### src/rtl/isa_pkg.sv
// ISA-level widths, privilege encoding and instruction size, imported by RTL and testbench
package isa_pkg;

    // ------------------------------
    // Address widths
    // ------------------------------
    localparam int unsigned VLEN = 39;  // Sv39 virtual address

    typedef logic [VLEN-1:0] vaddr_t;   // PCs and restart addresses

    // Step from the committed PC to the instruction after it
    localparam int unsigned INSTR_BYTES = 4;

    // ------------------------------
    // Privilege levels
    // ------------------------------
    // Two-bit ISA encoding, 2'b10 is reserved
    typedef enum logic [1:0] {
        PRIV_U = 2'b00,
        PRIV_S = 2'b01,
        PRIV_M = 2'b11
    } priv_lvl_e;

endpackage

### src/rtl/flush_pkg.sv
// Flush controller constants, counter widths and fence.t state encoding, imported by the RTL
package flush_pkg;

    // ------------------------------
    // Feature switches
    // ------------------------------
    localparam bit RVH_EN    = 1'b1;  // Hypervisor fences present
    localparam bit DCACHE_WB = 1'b1;  // Write-back dcache, fence and fence.i must flush it

    // ------------------------------
    // Counter widths
    // ------------------------------
    typedef logic [31:0] pad_cnt_t;   // Pad value, pad count and ceiling
    typedef logic [3:0]  drain_cnt_t; // Idle cycles seen since the last busy cycle

    // ------------------------------
    // Timing
    // ------------------------------
    localparam int unsigned DRAIN_IDLE_CYCLES = 16; // Quiet cycles before the drain ends
    localparam int unsigned RST_UARCH_CYCLES  = 16; // Length of the micro-reset pulse
    localparam int unsigned CACHE_INIT_HOLD   = 3;  // Extra cycles that block cache init

    // fence.t sequence, one state per step
    typedef enum logic [2:0] {
        FT_IDLE,
        FT_FLUSH_DCACHE,  // Wait for the dcache flush ack
        FT_DRAIN,         // Wait for cache traffic to go quiet
        FT_PAD,           // Wait for the pad count to run out
        FT_RST_UARCH      // Micro-architectural reset
    } fence_t_state_e;

endpackage

### src/rtl/updown_counter.sv
// Loadable, clearable up/down counter; instantiated for the fence.t drain and pad counts
`timescale 1ns/1ps

module updown_counter #(
    parameter int unsigned WIDTH = 4
) (
    input  logic             clk_i,
    input  logic             rst_ni,
    input  logic             clear_i,  // Highest priority
    input  logic             en_i,     // Count enable, lowest priority
    input  logic             load_i,
    input  logic             down_i,   // 1 counts down, 0 counts up
    input  logic [WIDTH-1:0] d_i,      // Load value
    output logic [WIDTH-1:0] q_o
);

    logic [WIDTH-1:0] cnt_d, cnt_q;

    always_comb begin
        cnt_d = cnt_q;
        if (clear_i) begin
            cnt_d = '0;
        end else if (load_i) begin
            cnt_d = d_i;
        end else if (en_i) begin
            cnt_d = down_i ? cnt_q - 1'b1 : cnt_q + 1'b1;  // Wraps silently
        end
    end

    always_ff @(posedge clk_i or negedge rst_ni) begin
        if (!rst_ni) begin
            cnt_q <= '0;
        end else begin
            cnt_q <= cnt_d;
        end
    end

    assign q_o = cnt_q;

endmodule

### src/rtl/flush_decode.sv
// Decodes pipeline events into per-stage flush strobes, holds the restart address and fence state
`timescale 1ns/1ps

module flush_decode (
    input  logic           clk_i,
    input  logic           rst_ni,
    // Event strobes
    input  logic           mispredict_i,
    input  logic           fence_i,
    input  logic           fence_i_i,
    input  logic           sfence_vma_i,
    input  logic           hfence_vvma_i,
    input  logic           hfence_gvma_i,
    input  logic           fence_t_i,
    input  logic           flush_csr_i,     // CSR write with side effects
    input  logic           flush_commit_i,
    input  logic           ex_valid_i,
    input  logic           eret_i,
    input  logic           set_debug_pc_i,
    input  logic           v_i,             // Virtualization on
    input  logic           flush_dcache_ack_i,
    input  isa_pkg::vaddr_t pc_commit_i,
    input  isa_pkg::vaddr_t boot_addr_i,
    // Flush strobes
    output logic           set_pc_commit_o,
    output logic           flush_if_o,
    output logic           flush_unissued_o,
    output logic           flush_id_o,
    output logic           flush_ex_o,
    output logic           flush_bp_o,
    output logic           flush_icache_o,
    output logic           flush_tlb_o,
    output logic           flush_tlb_vvma_o,
    output logic           flush_tlb_gvma_o,
    // Dcache flush and restart address
    output logic           dcache_req_o,
    output logic           fence_active_o,
    output isa_pkg::vaddr_t rst_addr_o
);

    import isa_pkg::*;
    import flush_pkg::*;

    logic   hfence_vvma, hfence_gvma;  // Hypervisor fences, gone without RVH
    logic   guest_sfence;              // sfence.vma issued from a guest
    logic   pipe_flush;                // Events that restart from the commit PC
    logic   trap;                      // Exception, eret or debug entry
    logic   fence_set;                 // Events that start a dcache flush
    logic   fence_active_d, fence_active_q;
    logic   rst_addr_vld_q;            // Restart address saved by a fence.t
    vaddr_t rst_addr_q;

    // ------------------------------
    // Flush rule table
    // ------------------------------
    assign hfence_vvma  = RVH_EN && hfence_vvma_i;
    assign hfence_gvma  = RVH_EN && hfence_gvma_i;
    assign guest_sfence = RVH_EN && v_i;

    assign pipe_flush = fence_i | fence_i_i | sfence_vma_i | hfence_vvma | hfence_gvma
                      | flush_csr_i | flush_commit_i;
    assign trap       = ex_valid_i | eret_i | set_debug_pc_i;

    // A trap takes its own target PC, so it overrides the commit restart
    assign set_pc_commit_o  = pipe_flush & ~trap;
    assign flush_if_o       = mispredict_i | pipe_flush | trap;
    assign flush_unissued_o = mispredict_i | pipe_flush | trap;
    assign flush_id_o       = pipe_flush | trap;
    assign flush_ex_o       = pipe_flush | trap;
    assign flush_bp_o       = trap;  // Drop speculative state on privilege change
    assign flush_icache_o   = fence_i_i | fence_t_i;

    // TLB select: guest translations go to the VS-stage flush
    assign flush_tlb_o      = sfence_vma_i & ~guest_sfence;
    assign flush_tlb_vvma_o = (sfence_vma_i & guest_sfence) | hfence_vvma;
    assign flush_tlb_gvma_o = hfence_gvma;

    // ------------------------------
    // Dcache flush handshake
    // ------------------------------
    assign fence_set = fence_t_i | (DCACHE_WB && (fence_i | fence_i_i));

    always_comb begin
        fence_active_d = fence_active_q;
        if (fence_active_q && flush_dcache_ack_i) begin
            fence_active_d = 1'b0;  // Flush done
        end
        if (fence_set) begin
            fence_active_d = 1'b1;
        end
    end

    // Request held from the starting strobe until the ack
    assign dcache_req_o   = fence_set | (fence_active_q & ~flush_dcache_ack_i);
    assign fence_active_o = fence_active_q;

    always_ff @(posedge clk_i or negedge rst_ni) begin
        if (!rst_ni) begin
            fence_active_q <= 1'b0;
            rst_addr_vld_q <= 1'b0;
        end else begin
            fence_active_q <= fence_active_d;
            if (fence_t_i) rst_addr_vld_q <= 1'b1;
        end
    end

    // Restart after the micro-reset at the instruction behind the fence.t
    always_ff @(posedge clk_i) begin
        if (fence_t_i) rst_addr_q <= pc_commit_i + vaddr_t'(INSTR_BYTES);
    end

    assign rst_addr_o = rst_addr_vld_q ? rst_addr_q : boot_addr_i;

endmodule

### src/rtl/fence_t_seq.sv
// fence.t sequencer: dcache flush wait, drain, pad to a reference point and micro-reset
`timescale 1ns/1ps

module fence_t_seq (
    input  logic               clk_i,
    input  logic               rst_ni,
    input  logic               fence_t_i,
    input  logic               flush_dcache_ack_i,
    input  logic               cache_busy_i,
    input  logic               time_irq_i,
    input  isa_pkg::priv_lvl_e priv_lvl_i,
    input  logic               fence_t_src_sel_i,  // 0 time irq, 1 exit from U-mode
    input  flush_pkg::pad_cnt_t fence_t_pad_i,
    output logic               seq_busy_o,
    output logic               rst_uarch_no,
    output logic               init_req_o,
    output flush_pkg::pad_cnt_t fence_t_ceil_o
);

    import isa_pkg::*;
    import flush_pkg::*;

    localparam int unsigned RstCntW = $clog2(RST_UARCH_CYCLES);

    fence_t_state_e     state_d, state_q;
    logic [RstCntW-1:0] rst_cnt_d, rst_cnt_q;  // Micro-reset timer
    drain_cnt_t         drain_cnt;
    logic               drain_done;
    pad_cnt_t           pad_cnt;
    logic               load_pad;
    logic               time_irq_q;
    priv_lvl_e          priv_lvl_q;

    // ------------------------------
    // Pad start and counters
    // ------------------------------
    // Start on a timer edge or on leaving U-mode
    assign load_pad = fence_t_src_sel_i ? ((priv_lvl_q == PRIV_U) && (priv_lvl_i != PRIV_U))
                                        : (time_irq_i && !time_irq_q);

    assign drain_done = (drain_cnt == drain_cnt_t'(DRAIN_IDLE_CYCLES - 1));

    // Counts quiet cycles, restarts on every busy cycle
    updown_counter #(
        .WIDTH ($bits(drain_cnt_t))
    ) i_drain_cnt (
        .clk_i   (clk_i),
        .rst_ni  (rst_ni),
        .clear_i (cache_busy_i),
        .en_i    (!drain_done),  // Saturate
        .load_i  (1'b0),
        .down_i  (1'b0),
        .d_i     ('0),
        .q_o     (drain_cnt)
    );

    updown_counter #(
        .WIDTH ($bits(pad_cnt_t))
    ) i_pad_cnt (
        .clk_i   (clk_i),
        .rst_ni  (rst_ni),
        .clear_i (1'b0),
        .en_i    (|pad_cnt),      // Down to zero, then hold
        .load_i  (load_pad),
        .down_i  (1'b1),
        .d_i     (fence_t_pad_i),
        .q_o     (pad_cnt)
    );

    // ------------------------------
    // State machine
    // ------------------------------
    always_comb begin
        state_d        = state_q;
        rst_cnt_d      = rst_cnt_q;
        rst_uarch_no   = 1'b1;
        fence_t_ceil_o = '0;
        unique case (state_q)
            FT_IDLE: begin
                if (fence_t_i) state_d = FT_FLUSH_DCACHE;
            end
            FT_FLUSH_DCACHE: begin
                if (flush_dcache_ack_i) state_d = FT_DRAIN;
            end
            FT_DRAIN: begin
                if (drain_done) begin
                    state_d        = FT_PAD;
                    // Cycles elapsed since the pad load, zero once it ran out
                    fence_t_ceil_o = (pad_cnt == '0) ? '0 : fence_t_pad_i - pad_cnt;
                end
            end
            FT_PAD: begin
                if (pad_cnt == '0) state_d = FT_RST_UARCH;
            end
            FT_RST_UARCH: begin
                rst_uarch_no = 1'b0;
                rst_cnt_d    = rst_cnt_q + 1'b1;  // Wraps to zero on the last cycle
                if (rst_cnt_q == RstCntW'(RST_UARCH_CYCLES - 1)) state_d = FT_IDLE;
            end
            default: state_d = FT_IDLE;
        endcase
    end

    assign seq_busy_o = (state_q != FT_IDLE);
    assign init_req_o = (state_q == FT_RST_UARCH);  // Cache init held off from here

    always_ff @(posedge clk_i or negedge rst_ni) begin
        if (!rst_ni) begin
            state_q    <= FT_IDLE;
            rst_cnt_q  <= '0;
            time_irq_q <= 1'b0;
            priv_lvl_q <= PRIV_M;
        end else begin
            state_q    <= state_d;
            rst_cnt_q  <= rst_cnt_d;
            time_irq_q <= time_irq_i;
            priv_lvl_q <= priv_lvl_i;
        end
    end

endmodule

### src/rtl/ctrl_merge.sv
// Merges decoder and sequencer results into the dcache flush, halt, stall and cache-init outputs
`timescale 1ns/1ps

module ctrl_merge (
    input  logic clk_i,
    input  logic rst_ni,
    input  logic dcache_req_i,    // From the decoder, held until ack
    input  logic fence_active_i,
    input  logic seq_busy_i,      // fence.t in progress
    input  logic init_req_i,      // Micro-reset active
    input  logic halt_csr_i,      // WFI and the like
    output logic flush_dcache_o,
    output logic halt_o,
    output logic stall_cache_o,
    output logic cache_init_no
);

    import flush_pkg::*;

    logic [CACHE_INIT_HOLD-1:0] init_sr_q;  // Stretches the micro-reset for the caches

    // ------------------------------
    // Core-facing levels
    // ------------------------------
    assign halt_o        = halt_csr_i | fence_active_i | seq_busy_i;
    assign stall_cache_o = seq_busy_i;  // No new cache requests during fence.t
    assign cache_init_no = |init_sr_q;

    // Flush request is timing critical toward the cache, so it is registered
    always_ff @(posedge clk_i or negedge rst_ni) begin
        if (!rst_ni) begin
            flush_dcache_o <= 1'b0;
            init_sr_q      <= '0;
        end else begin
            flush_dcache_o <= dcache_req_i;
            init_sr_q      <= {init_sr_q[CACHE_INIT_HOLD-2:0], init_req_i};
        end
    end

endmodule

### src/rtl/flush_ctrl_top.sv
// Flush and fence controller top level; connects the event decoder, fence.t sequencer and merge
`timescale 1ns/1ps

module flush_ctrl_top (
    input  logic                clk_i,
    input  logic                rst_ni,
    // Pipeline events
    input  logic                mispredict_i,
    input  logic                fence_i,
    input  logic                fence_i_i,
    input  logic                sfence_vma_i,
    input  logic                hfence_vvma_i,
    input  logic                hfence_gvma_i,
    input  logic                fence_t_i,
    input  logic                flush_csr_i,
    input  logic                flush_commit_i,
    input  logic                ex_valid_i,
    input  logic                eret_i,
    input  logic                set_debug_pc_i,
    input  logic                v_i,
    input  logic                halt_csr_i,
    // Cache side
    input  logic                flush_dcache_ack_i,
    input  logic                cache_busy_i,
    // fence.t reference point
    input  logic                time_irq_i,
    input  isa_pkg::priv_lvl_e  priv_lvl_i,
    input  flush_pkg::pad_cnt_t fence_t_pad_i,
    input  logic                fence_t_src_sel_i,
    input  isa_pkg::vaddr_t     pc_commit_i,
    input  isa_pkg::vaddr_t     boot_addr_i,
    // Flush strobes
    output logic                set_pc_commit_o,
    output logic                flush_if_o,
    output logic                flush_unissued_o,
    output logic                flush_id_o,
    output logic                flush_ex_o,
    output logic                flush_bp_o,
    output logic                flush_icache_o,
    output logic                flush_dcache_o,
    output logic                flush_tlb_o,
    output logic                flush_tlb_vvma_o,
    output logic                flush_tlb_gvma_o,
    // Control
    output logic                halt_o,
    output logic                stall_cache_o,
    output logic                cache_init_no,
    output logic                rst_uarch_no,
    output flush_pkg::pad_cnt_t fence_t_ceil_o,
    output isa_pkg::vaddr_t     rst_addr_o
);

    logic dcache_req;
    logic fence_active;
    logic seq_busy;
    logic init_req;

    flush_decode i_flush_decode (
        .clk_i              (clk_i),
        .rst_ni             (rst_ni),
        .mispredict_i       (mispredict_i),
        .fence_i            (fence_i),
        .fence_i_i          (fence_i_i),
        .sfence_vma_i       (sfence_vma_i),
        .hfence_vvma_i      (hfence_vvma_i),
        .hfence_gvma_i      (hfence_gvma_i),
        .fence_t_i          (fence_t_i),
        .flush_csr_i        (flush_csr_i),
        .flush_commit_i     (flush_commit_i),
        .ex_valid_i         (ex_valid_i),
        .eret_i             (eret_i),
        .set_debug_pc_i     (set_debug_pc_i),
        .v_i                (v_i),
        .flush_dcache_ack_i (flush_dcache_ack_i),
        .pc_commit_i        (pc_commit_i),
        .boot_addr_i        (boot_addr_i),
        .set_pc_commit_o    (set_pc_commit_o),
        .flush_if_o         (flush_if_o),
        .flush_unissued_o   (flush_unissued_o),
        .flush_id_o         (flush_id_o),
        .flush_ex_o         (flush_ex_o),
        .flush_bp_o         (flush_bp_o),
        .flush_icache_o     (flush_icache_o),
        .flush_tlb_o        (flush_tlb_o),
        .flush_tlb_vvma_o   (flush_tlb_vvma_o),
        .flush_tlb_gvma_o   (flush_tlb_gvma_o),
        .dcache_req_o       (dcache_req),
        .fence_active_o     (fence_active),
        .rst_addr_o         (rst_addr_o)
    );

    fence_t_seq i_fence_t_seq (
        .clk_i              (clk_i),
        .rst_ni             (rst_ni),
        .fence_t_i          (fence_t_i),
        .flush_dcache_ack_i (flush_dcache_ack_i),
        .cache_busy_i       (cache_busy_i),
        .time_irq_i         (time_irq_i),
        .priv_lvl_i         (priv_lvl_i),
        .fence_t_src_sel_i  (fence_t_src_sel_i),
        .fence_t_pad_i      (fence_t_pad_i),
        .seq_busy_o         (seq_busy),
        .rst_uarch_no       (rst_uarch_no),
        .init_req_o         (init_req),
        .fence_t_ceil_o     (fence_t_ceil_o)
    );

    ctrl_merge i_ctrl_merge (
        .clk_i          (clk_i),
        .rst_ni         (rst_ni),
        .dcache_req_i   (dcache_req),
        .fence_active_i (fence_active),
        .seq_busy_i     (seq_busy),
        .init_req_i     (init_req),
        .halt_csr_i     (halt_csr_i),
        .flush_dcache_o (flush_dcache_o),
        .halt_o         (halt_o),
        .stall_cache_o  (stall_cache_o),
        .cache_init_no  (cache_init_no)
    );

endmodule

### config.mk
export PLATFORM = sky130hd
export DESIGN_NAME = flush_ctrl_top
export DESIGN_NICKNAME = d
export VERILOG_FILES = /design/src/rtl/isa_pkg.sv /design/src/rtl/flush_pkg.sv /design/src/rtl/updown_counter.sv /design/src/rtl/flush_decode.sv /design/src/rtl/fence_t_seq.sv /design/src/rtl/ctrl_merge.sv /design/src/rtl/flush_ctrl_top.sv
export SDC_FILE = /design/constraint.sdc
export NUM_CORES = 1
export LEC_CHECK = 0
export BUFFER_PORTS_ARGS = -buffer_cell sky130_fd_sc_hd__buf_2
export CAP_MARGIN = 15
export CORE_MARGIN = 2
export CORE_UTILIZATION = 40
export DETAILED_ROUTE_END_ITERATION = 8
export GPL_TIMING_DRIVEN = 0
export PLACE_DENSITY = 0.67
export SLEW_MARGIN = 25
export SYNTH_ARGS = -nofsm -noshare
export SYNTH_HDL_FRONTEND = slang
export SYNTH_SLANG_ARGS = --single-unit
### constraint.sdc
create_clock -name clk_i -period 4.7 [get_ports clk_i]
set_clock_uncertainty 0.15 [all_clocks]
set_input_delay 0.47 -clock clk_i [delete_from_list [all_inputs] [get_ports clk_i]]
set_output_delay 0.47 -clock clk_i [all_outputs]
set_load 0.005 [all_outputs]
==> implementation parameters, run 1 <==
Parameter                              Value

Status
  Run status ... complete, no violations

Detailed routing
  Wire length after detailed routing ... 19.39 mm
  Final ANT Viol Nets ... 0
  Number of iterations in the first detailed-routing pass ... 5
  Via density per instance ... 5.192
  Initial detailed-routing violation count ... 294
  Residual DRC count ... 0
  Detail-routed net length per standard cell ... 15.78 µm
  Number of vias after detailed routing ... 6381

Synth
  Sequential element share of the synthesized area ... 0.3561
  Most common cell in the synthesized netlist ... nand2_1
  Synth Register Bits ... 91
  Dominant synthesized flop cell ... dfrtp_1
  Synth top cells by count ... 81 x nand2_1, 74 x xnor2_1, 65 x nor2_1, 50 x dfrtp_1, 46 x inv_1
  Number of instances in the synthesized netlist ... 771
  Number of different library cells in the post-synthesis netlist ... 60
  Mapped Nets ... 941
  Share of Yosys cell area claimed by the top area cell type ... 0.1801
  Netlist Area Pre-Place ... 6949 µm²
  Ys Warns ... 0
  Dominant cell type by area after synthesis ... dfrtp_1
  Ys async rst share ... 0.5714
  Syn avg cell area ... 9.013 µm²
  Number of enable-type register cells in the synthesized netlist ... 39
  Top post-synthesis cells by area ... dfrtp_1 18%, edfxtp_1 17%, xnor2_1 9.3%

Place
  Total of buffers placed on input and output ports ... 217
  Placed standard-cell area ... 8325 µm²
  Final weighted congestion in routability-driven placement ... 0.9040
  HPWL reported at the end of detailed placement ... 15.61 mm

STA
  Endpoints failing setup ... 0
  Portion of the clock cycle consumed by the worst path in the final layout ... 0.8149
  Setup TNS Final ... 0 ns
  Fin. Hold Viols ... 0
  F_max ... 261.1 MHz
  Worst slew pin tran ... 0.9698 ns
  Hold Slack ... 0.02908 ns
  Unrepaired setup endpoints after global routing ... false
  Final period demand of the worst path ... 3.830 ns
  Max transition margin ... 0.3534
  Final max-slew violation count ... 0

Pwr
  Clock share of power ... 0.244
  Peak VDD IR ... 0.0001652 V
  Reg power frac ... 0.361
  Switching share of power ... 0.3596
  PnR Total Power ... 2.959 mW
  Switching power summed over all nets ... 1.064 mW
  Leakage dissipation ... 3.860 nW
  Comb pwr share ... 0.396
  Internal portion of total power ... 1.895 mW
  Power density relative to cell area ... 342.9 nW/µm²

Critical path
  Startpoint class of the critical path ... flip-flop
  Top cell by count, worst path ... buf_4
  Bufs and invs on worst path ... 4
  Slowest cell on the critical path ... or4_4
  Critical Path AT ... 3.21 ns
  Critical path endpoint category ... output pin
  Kind of critical path ... flip-flop to output pin
  Worst endpoint required time ... 4.08 ns
  Crit path largest cell delay ... 0.48 ns
  CP delay by family, top ... simple AND/OR/NAND/NOR gates
  CP Cell Sequence ... inv_1 > ha_1 > or4b_1 > or4_4 > nor4_4 > or4_1 > buf_4 > buf_4 > nor2_1 > buf_2
  Biggest fanout along the worst timing path ... 10

Clock network
  Maximum clock insertion buffer count ... 2
  Clock latency on the worst-skew pair ... 0.33 ns
  Buffer type at the clock tree root ... clkbuf_16
  Post-CTS Repair Setup Buffers ... 0
  Number of hold-repair buffers added at the cts stage ... 0
  Num CTS Buffers ... 9
  CTS-repair resized insts ... 0
  TritonCTS clock tree ... built
  Clock-pin slew on the worst setup and hold paths ... 0.06 ns
  Number of clock sinks seen by CTS ... 91
  Htree depth ... 3

Global routing
  Overall overflow remaining after global route ... 0
  Maximum number of pins on one net before global-route repair ... 53
  Antenna violations before repair ... 1
  Number of global-route vias before repair ... 6118
  Aggregate global-route resource usage ... 0.2086
  Wire length of the first global-routing pass ... 30.30 mm

Die
  Die outline width ... 135.8 µm
  Full die area ... 18440 µm²
  Number of core rows ... 48
  Core area ... 17120 µm²
  Effective utilization at floorplan ... 0.4060
  Die height ... 135.8 µm
  I/O Pins ... 218

Finish
  Area of all placed cells without fillers ... 8630 µm²
  Fraction of final layout cells sized beyond drive strength 1 ... 0.2978
  Layout overhead on the synthesized area ... 24.18%
  Count of antenna diodes in the layout ... 0
  Total number of nets in the final design ... 1169
  Share of the core filled with cells ... 0.5042

Flow run
  Maxcap violations ... 0

Worst hold path
  Min-delay worst type ... input pin to async pin
-- metal layers --
metal	track usage	share of wire	vias to the layer above
met4	0.06944	0.022	0
li1	-	-	3201
met5	0	0	-
met3	0.03404	0.062	29
met2	0.3516	0.46	219
met1	0.2729	0.45	2932
-- cells in the final DEF, fill, tap and decap left out, drive strengths merged, types with 19 or more instances in the layout --
| cell type | n |
|---|---|
| buf | 229 |
| ha | 37 |
| inv | 46 |
| clkbuf | 26 |
| o21ai | 34 |
| edfxtp | 39 |
| dfrtp | 50 |
| a21oi | 39 |
| a21o | 19 |
| nand2 | 81 |
| nor2 | 65 |
| nand3 | 28 |
| mux2 | 41 |
| nor3 | 30 |
| xnor2 | 74 |
-- worst reg2reg max path, cell delays in order (launching register included) --
cell and delay (ns):
dfrtp_1 0.40, inv_1 0.15, ha_1 0.16, or4b_1 0.44
or4_4 0.48, nor4_1 0.59, nor3_1 0.14, xnor2_1 0.15
mux2_2 0.26
-- final timing paths --
| path | from | end | slack (ns) | cells past startpoint |
|---|---|---|---|---|
| hold reg to reg | i_ctrl_merge.init_sr_q[0]$_DFF_PN0_ | i_ctrl_merge.init_sr_q[1]$_DFF_PN0_ | 0.22 | 0 |
| setup reg to reg | i_fence_t_seq.i_pad_cnt.q_o[0]$_DFFE_PN0P_ | i_fence_t_seq.i_pad_cnt.q_o[20]$_DFFE_PN0P_ | 1.67 | 8 |
| min in group clk_i | priv_lvl_i[0] | i_fence_t_seq.priv_lvl_q[0]$_DFF_PN1_ | 0.09 | 1 |
| max in group asynchronous | rst_ni | i_fence_t_seq.i_pad_cnt.q_o[31]$_DFFE_PN0P_ | 3.89 | 1 |
| setup / recovery | i_fence_t_seq.i_pad_cnt.q_o[0]$_DFFE_PN0P_ | fence_t_ceil_o[1] | 0.87 | 10 |
| hold / removal | rst_ni | i_ctrl_merge.init_sr_q[2]$_DFF_PN0_ | 0.03 | 1 |
-- stage by stage --
step	worst slack [ns]	cells
after detailed placement	1.114	1213
after global routing	0.6382	1229
after global placement	1.118	1213
final	0.8699	1229
after CTS	0.8162	1229
after floorplan	1.625	771
-- area by class of cell --
type	count	area (µm²)
multi-input combinational	609	4178
timing repair buffer	217	1089
sequential	91	2475
fill	1637	8487
inverter	46	172.7
buffer	25	130.1
clock inverter	3	18.77
tap	225	281.5
clock buffer	13	285.3
-- logic make-up after synthesis --
logic type      share of synthesized area
compound gates                     0.1268
xor+xnor                           0.1097
fa+ha+maj                         0.06950
buf+inv                           0.04357
flops                              0.3561
mux                               0.07544
simple gates                       0.2189
-- state kept, by name, indices dropped and copies added, names as in the netlist --
| signal | count |
|---|---|
| i_fence_t_seq.time_irq_q | 1 |
| i_flush_decode.rst_addr_q | 39 |
| i_flush_decode.fence_active_o | 1 |
| i_ctrl_merge.flush_dcache_o | 1 |
| i_fence_t_seq.i_drain_cnt.q_o | 4 |
| i_fence_t_seq.priv_lvl_q | 2 |
| i_ctrl_merge.init_sr_q | 3 |
| i_flush_decode.rst_addr_vld_q | 1 |
| i_fence_t_seq.i_pad_cnt.q_o | 32 |
| i_fence_t_seq.rst_cnt_q | 4 |
| i_fence_t_seq.state_q | 3 |
-- power groups by stage --
| stage | combinational (mW) | sequential, mW | clock, mW |
|---|---|---|---|
| floorplan | 0.860 | 1.04 | 0 |
| detailed placement | 1.16 | 1.08 | 0 |
| finish | 1.17 | 1.07 | 0.721 |
| CTS | 1.17 | 1.07 | 0.741 |
| global placement | 1.15 | 1.08 | 0 |
| global route | 1.32 | 1.09 | 0.770 |
Power figures use the tool's default switching activity.
==> inputs of run 2 (changes only) <==
Settings changed: PLACE_DENSITY 0.67 to 0.7.
Clock period 4.7 ns to 3.1 ns, I/O delays scaled along.
==> run 2 against run 1 <==
Against the previous run: combinational power grew 79%; power grew 60%; cell count grew 2.1%; register-to-register slack lost 1.5 ns; count of clock-buffer cells in the layout shrank 4; global-route usage grew 0.51 points; critical path type unchanged; highest routed layer unchanged; the flow now finishes with violations (setup timing); sequential share of layout area shrank 1.8 points; critical path depth is the same; first-iteration DRC count grew 4.4%.
==> implementation parameters, run 2 (same netlist as run 1, synthesis figures left out) <==
Parameter                              Value

Flow run
  Maxcap violations ... 0 (unchanged)

STA
  Endpoints failing setup ... 32 (+32)
  Final period demand of the worst path ... 3.378 ns
  Final max-slew violation count ... 0 (unchanged)
  Unrepaired setup endpoints after global routing ... true
  Setup TNS Final ... -5.971 ns (-5.971 ns)
  F_max ... 296.0 MHz
  Portion of the clock cycle consumed by the worst path in the final layout ... 1.090
  Max transition margin ... 0.3548 (+0.001357)
  Min setup slack post-route ... -0.2782 ns (-1.148 ns)
  Hold Slack ... 0.02369 ns (-0.005385 ns)
  Worst slew pin tran ... 0.9678 ns (-0.002036 ns)
  Fin. Hold Viols ... 0 (unchanged)

Global routing
  Number of global-route vias before repair ... 6263 (+2.4%)
  Antenna violations before repair ... 1 (unchanged)
  Aggregate global-route resource usage ... 0.2137 (+0.005122)
  Overall overflow remaining after global route ... 0 (unchanged)
  Maximum number of pins on one net before global-route repair ... 53 (unchanged)
  Wire length of the first global-routing pass ... 30.99 mm (+2.3%)

Die
  Core area ... 17120 µm² (unchanged)
  Die height ... 135.8 µm (unchanged)
  Die outline width ... 135.8 µm (unchanged)
  I/O Pins ... 218 (unchanged)
  Full die area ... 18440 µm² (unchanged)
  Number of core rows ... 48 (unchanged)
  Effective utilization at floorplan ... 0.4060 (unchanged)

Place
  HPWL reported at the end of detailed placement ... 15.68 mm (+0.39%)
  Placed standard-cell area ... 8325 µm² (unchanged)
  Post-Place Setup Slack ... -0.2402 ns (-1.355 ns)
  Total of buffers placed on input and output ports ... 217 (unchanged)
  Placed cells ... 1213 (unchanged)
  Final weighted congestion in routability-driven placement ... 0.8613 (-4.7%)

Status
  Failing checks ... setup timing
  Run status ... finished with violations

Finish
  Register with the highest flop count ... i_flush_decode.rst_addr_q
  Area of all placed cells without fillers ... 9220 µm² (+6.8%)
  Commonest cells after routing, fill and taps aside ... 217 x buf_2, 79 x nand2_1, 74 x xnor2_1
  Number of cells in the finished layout apart from fillers ... 1255 (+2.1%)
  Total number of nets in the final design ... 1194 (+2.1%)
  Number of fill cells in the layout ... 1588 (-3.0%)
  Share of the core filled with cells ... 0.5387 (+0.03450)
  Fraction of final layout cells sized beyond drive strength 1 ... 0.3771 (+0.07926)
  Flip-flop count of the largest register, all copies and words added ... 39 (unchanged)
  Layout overhead on the synthesized area ... 32.68%
  Most frequent standard cell in the layout excluding fill and tap cells ... buf_2

Clock network
  Num CTS Buffers ... 9 (unchanged)
  Htree depth ... 3 (unchanged)
  TritonCTS clock tree ... built
  Number of clock sinks seen by CTS ... 91 (unchanged)
  Buffer type at the clock tree root ... clkbuf_16
  Clock latency on the worst-skew pair ... 0.34 ns (about the same)
  Maximum clock insertion buffer count ... 2 (unchanged)
  Clock-pin slew on the worst setup and hold paths ... 0.06 ns (about the same)

Critical path
  Kind of critical path ... flip-flop to output pin
  Slowest cell on the critical path ... dfrtp_1
  Crit path largest cell delay ... 0.41 ns (-0.07 ns)
  Startpoint class of the critical path ... flip-flop
  CP Cell Sequence ... ha_2 > fa_2 > nand2b_4 > a21o_1 > a21o_1 > a32o_2 > or3_4 > a21o_1 > a21oi_2 > buf_2
  Top cell by count, worst path ... a21o_1
  Biggest fanout along the worst timing path ... 3 (-7)
  Critical Path AT ... 2.92 ns (-0.29 ns)
  Worst endpoint required time ... 2.64 ns (-1.44 ns)
  Critical path endpoint category ... output pin

Detailed routing
  Initial detailed-routing violation count ... 307 (+4.4%)
  Detail-routed net length per standard cell ... 16.25 µm (+3.0%)
  Number of vias after detailed routing ... 6646 (+4.2%)
  Final ANT Viol Nets ... 0 (unchanged)
  Via density per instance ... 5.296 (+2.0%)
  Number of iterations in the first detailed-routing pass ... 5 (unchanged)
  Residual DRC count ... 0 (unchanged)
  Wire length after detailed routing ... 20.40 mm (+5.2%)

Worst hold path
  Min-delay worst type ... input pin to flip-flop

Pwr
  Power density relative to cell area ... 513.1 nW/µm² (+50%)
  Peak VDD IR ... 0.0002357 V (+43%)
  Leakage dissipation ... 4.033 nW (+4.5%)
  PnR Total Power ... 4.731 mW (+60%)
run 2: cell types whose count changed in the layout (fill, tap and decap cells not counted), sizes merged:
cell | before | now
buf | 229 | 250
clkbuf | 26 | 20
clkinvlp | 0 | 3
diode | 0 | 1
dlygate4sd3 | 0 | 6
inv | 46 | 47
run 2: area by class of cell:
type	count	area, µm²	share of cell area
Antenna cell	1	2.502	0.0002714
Buffer	21	151.4	0.01642
Clock buffer	9	225.2	0.02443
Clock inverter	7	43.79	0.004750
Inverter	46	172.7	0.01873
Multi-Input combinational cell	609	4472	0.4850
Sequential cell	91	2479	0.2688
Tap cell	225	281.5	0.03053
Timing Repair Buffer	246	1393	0.1510
run 2: path summary, 6_finish.rpt:
check	start	to	slack [ns]	cells past startpoint
worst max-delay path	i_fence_t_seq.i_pad_cnt.q_o[0]$_DFFE_PN0P_	fence_t_ceil_o[24]	-0.28	10
worst min-delay path	cache_busy_i	i_fence_t_seq.i_drain_cnt.q_o[0]$_DFFE_PN0P_	0.02	2
worst max register to register	i_fence_t_seq.i_pad_cnt.q_o[0]$_DFFE_PN0P_	i_fence_t_seq.state_q[1]$_DFFE_PN0P_	0.14	12
worst min register to register	i_ctrl_merge.init_sr_q[1]$_DFF_PN0_	i_ctrl_merge.init_sr_q[2]$_DFF_PN0_	0.22	0
max in group asynchronous	rst_ni	i_fence_t_seq.i_pad_cnt.q_o[24]$_DFFE_PN0P_	1.88	2
min in group asynchronous	rst_ni	i_fence_t_seq.i_drain_cnt.q_o[2]$_DFFE_PN0P_	0.41	2
run 2: worst max-delay path: cells and delay by family, from the launching register on:
| family | cells | cell delay [ns] |
|---|---|---|
| adders and majority gates | 2 | 0.57 |
| DFF | 1 | 0.41 |
| AOI/OAI and AO/OA | 5 | 1.00 |
| buffers and inverters | 1 | 0.11 |
| and+or+nand+nor | 2 | 0.50 |
run 2: power breakdown:
| part | leakage, nW | switching [mW] | internal (mW) |
|---|---|---|---|
| logic | 2.89 | 1.17 | 0.929 |
| registers | 1.02 | 0.182 | 1.44 |
| clock network | 0.125 | 0.469 | 0.540 |
| total | 4.03 | 1.82 | 2.91 |
run 2: what timing repair did:
action / 4_1_cts / 5_1_grt
setup endpoints to repair: 32 / 43
gates resized for setup: 43 / 63
hold endpoints to repair: 55 / 0
setup buffers: 14 / 7
pin swaps: 7 / 22
hold buffers: 6 / 0
gates cloned: 1 / 1
run 2: layer usage:
layer,GRT usage,share of wire,vias to the layer above
li1,-,-,3265
met1,0.2798,0.43,3111
met2,0.3656,0.48,243
met3,0.02881,0.064,27
met4,0.06887,0.022,0
met5,0,0,-
==> inputs of run 3 (changes only) <==
Settings changed: HOLD_SLACK_MARGIN from default to 0.06.
==> run 3 against run 2 <==
Against the previous run: the flow still finishes with violations (setup timing); core utilization grew 0.57 points; first-iteration DRC count shrank 0.65%; power grew 0.15%; cell count grew 0.72%; die area is the same; maximum frequency shrank 0.23%; final area grew 1.1%; count of clock-buffer cells in the layout is the same; setup slack lost 0.0078 ns; combinational power is essentially flat; critical path depth is the same; via count grew 0.98%; critical path type unchanged; largest power group unchanged; highest routed layer unchanged.
==> implementation parameters, run 3 (same netlist as run 1, synthesis figures left out) <==
Parameter                              Value

Status
  Run status ... finished with violations
  Failing checks ... setup timing

Finish
  Total area of multi-input combinational cells ... 4472 µm² (unchanged)
  Count of antenna diodes in the layout ... 0 (-1)
  Area taken by flip-flops and latches ... 2479 µm² (unchanged)
  Flip-flop count of the largest register, all copies and words added ... 39 (unchanged)
  Number of fill cells in the layout ... 1576 (-0.76%)
  Commonest cells after routing, fill and taps aside ... 217 x buf_2, 79 x nand2_1, 74 x xnor2_1
  Number of cells in the finished layout apart from fillers ... 1264 (+0.72%)
  Register with the highest flop count ... i_flush_decode.rst_addr_q
  Most frequent standard cell in the layout excluding fill and tap cells ... buf_2
  Layout overhead on the synthesized area ... 34.08%
  Total number of nets in the final design ... 1204 (+0.84%)
  Fraction of final layout cells sized beyond drive strength 1 ... 0.3734 (-0.003629)
  Area of all placed cells without fillers ... 9318 µm² (+1.1%)

Global routing
  Number of global-route vias before repair ... 6332 (+1.1%)
  Overall overflow remaining after global route ... 0 (unchanged)
  Wire length of the first global-routing pass ... 31.21 mm (+0.69%)
  Antenna violations before repair ... 0 (-1)
  Maximum number of pins on one net before global-route repair ... 53 (unchanged)
  Aggregate global-route resource usage ... 0.2148 (+0.001114)

Die
  Core area ... 17120 µm² (unchanged)
  Number of core rows ... 48 (unchanged)
  Die outline width ... 135.8 µm (unchanged)
  Die height ... 135.8 µm (unchanged)
  Full die area ... 18440 µm² (unchanged)
  I/O Pins ... 218 (unchanged)
  Effective utilization at floorplan ... 0.4060 (unchanged)

Critical path
  Kind of critical path ... flip-flop to output pin
  CP delay by family, top ... compound AO/OA/AOI/OAI gates
  Critical Path AT ... 2.93 ns (about the same)
  Crit path largest cell delay ... 0.41 ns (about the same)
  Bufs and invs on worst path ... 1 (unchanged)
  Worst endpoint required time ... 2.64 ns (about the same)
  Biggest fanout along the worst timing path ... 3 (unchanged)
  Slowest cell on the critical path ... dfrtp_1
  CP Cell Sequence ... ha_2 > fa_2 > nand2b_4 > a21o_1 > a21o_1 > a32o_2 > or3_4 > a21o_1 > a21oi_2 > buf_2
  Critical path endpoint category ... output pin
  Top cell by count, worst path ... a21o_1
  Startpoint class of the critical path ... flip-flop

Clock network
  Clock latency on the worst-skew pair ... 0.33 ns (about the same)
  Num CTS Buffers ... 9 (unchanged)
  Number of clock sinks seen by CTS ... 91 (unchanged)
  Clock-pin slew on the worst setup and hold paths ... 0.07 ns (about the same)
  Maximum clock insertion buffer count ... 2 (unchanged)
  Htree depth ... 3 (unchanged)
  TritonCTS clock tree ... built
  Buffer type at the clock tree root ... clkbuf_16

Pwr
  Switching share of power ... 0.3844 (-0.0007180)
  Switching power summed over all nets ... 1.821 mW (about the same)
  Reg power frac ... 0.342 (about the same)
  Internal portion of total power ... 2.917 mW (+0.27%)
  PnR Total Power ... 4.738 mW (+0.15%)
  Clock share of power ... 0.213 (about the same)
  Power density relative to cell area ... 508.5 nW/µm² (-0.90%)
  Peak VDD IR ... 0.0002349 V (-0.34%)
  Leakage dissipation ... 4.072 nW (+0.98%)
  Comb pwr share ... 0.445 (about the same)

Detailed routing
  Via density per instance ... 5.309 (+0.26%)
  Met1 wire length ... 8.892 mm (+0.47%)
  Number of vias after detailed routing ... 6711 (+0.98%)
  Uppermost signal routing layer after detailed routing ... met4
  Residual DRC count ... 0 (unchanged)
  Detail Route met3 WL ... 1.260 mm (-2.9%)
  Number of iterations in the first detailed-routing pass ... 4 (-1)
  Wire length after detailed routing ... 20.45 mm (+0.24%)
  Final ANT Viol Nets ... 0 (unchanged)
  Detail-routed net length per standard cell ... 16.18 µm (-0.47%)
  Routed length on met2 ... 9.862 mm (+0.61%)
  Initial detailed-routing violation count ... 305 (-0.65%)

STA
  Max transition margin ... 0.3562 (+0.001419)
  Min setup slack post-route ... -0.2860 ns (-0.007837 ns)
  Setup TNS Final ... -6.179 ns (-0.2077 ns)
  Worst slew pin tran ... 0.9657 ns (-0.002128 ns)
  Hold Slack ... 0.07322 ns (+0.04953 ns)
  Fin. Hold Viols ... 0 (unchanged)
  Unrepaired setup endpoints after global routing ... true
  Final period demand of the worst path ... 3.386 ns (+0.007837 ns)
  Endpoints failing setup ... 32 (unchanged)
  Final max-slew violation count ... 0 (unchanged)
  F_max ... 295.3 MHz (-0.23%)
  Portion of the clock cycle consumed by the worst path in the final layout ... 1.092 (+0.002528)

Place
  HPWL reported at the end of detailed placement ... 15.68 mm (unchanged)
  Total of buffers placed on input and output ports ... 217 (unchanged)
  Final weighted congestion in routability-driven placement ... 0.8613 (unchanged)
  Placed standard-cell area ... 8325 µm² (unchanged)
  Placed cells ... 1213 (unchanged)

Worst hold path
  Min-delay worst type ... input pin to flip-flop

Flow run
  Maxcap violations ... 0 (unchanged)
## run 3: changes by cell type in the layout (fill, tap and decap cells not counted), sizes merged
cell	delta
diode	-1
dlygate4sd3	+10
## run 3: metrics by stage
stage,util,setup slack (ns)
finish,0.5444,-0.2860
detailed placement,0.4864,-0.2402
global placement,0.4859,-0.2520
global route,0.5444,-0.3407
floorplan,-,0.3063
CTS,0.5268,-0.3000
## run 3: metal layers
metal	up-vias	global-route usage
met5	-	0
met4	0	0.07002
met3	30	0.03030
met2	247	0.3676
met1	3149	0.2800
li1	3285	-
## run 3: final cells by class
class,count,share of cell area
buffer,21,0.01625
clock buffer,9,0.02417
clock inverter,7,0.004700
inverter,46,0.01853
multi-input combinational,609,0.4799
sequential,91,0.2660
tap,225,0.03021
timing repair buffer,256,0.1602
## run 3: tightest hold or removal path, stage by stage
cell	delay [ns]
buf_2	0.11
nand2_1	0.04
o21ai_0	0.06
## run 3: final timing paths
check / endpoint / slack (ns) / cells past startpoint / start
setup / recovery: fence_t_ceil_o[24] / -0.29 / 10 / i_fence_t_seq.i_pad_cnt.q_o[0]$_DFFE_PN0P_
hold / removal: i_fence_t_seq.i_pad_cnt.q_o[14]$_DFFE_PN0P_ / 0.07 / 3 / fence_t_pad_i[14]
setup reg to reg: i_fence_t_seq.state_q[1]$_DFFE_PN0P_ / 0.13 / 12 / i_fence_t_seq.i_pad_cnt.q_o[0]$_DFFE_PN0P_
hold reg to reg: i_ctrl_merge.init_sr_q[2]$_DFF_PN0_ / 0.22 / 0 / i_ctrl_merge.init_sr_q[1]$_DFF_PN0_
max in group asynchronous: i_fence_t_seq.i_pad_cnt.q_o[24]$_DFFE_PN0P_ / 1.88 / 2 / rst_ni
min in group asynchronous: i_fence_t_seq.i_drain_cnt.q_o[2]$_DFFE_PN0P_ / 0.40 / 2 / rst_ni
## run 3: power by group through the flow
stage / clock, mW / sequential, mW / combinational, mW
6_report: 1.01 / 1.62 / 2.11
5_1_grt: 1.06 / 1.64 / 2.33
4_1_cts: 1.02 / 1.62 / 1.90
3_5_place_dp: 0 / 1.64 / 1.77
3_3_place_gp: 0 / 1.64 / 1.75
2_1_floorplan: 0 / 1.58 / 1.30
## run 3: timing repair
action,4_1_cts,5_1_grt
cloned,1,1
buffers inserted,14,7
resized for setup,43,63
pin swaps,7,22
endpoints found under the hold margin,67,0
setup endpoints to repair,32,43
hold buffers,16,0
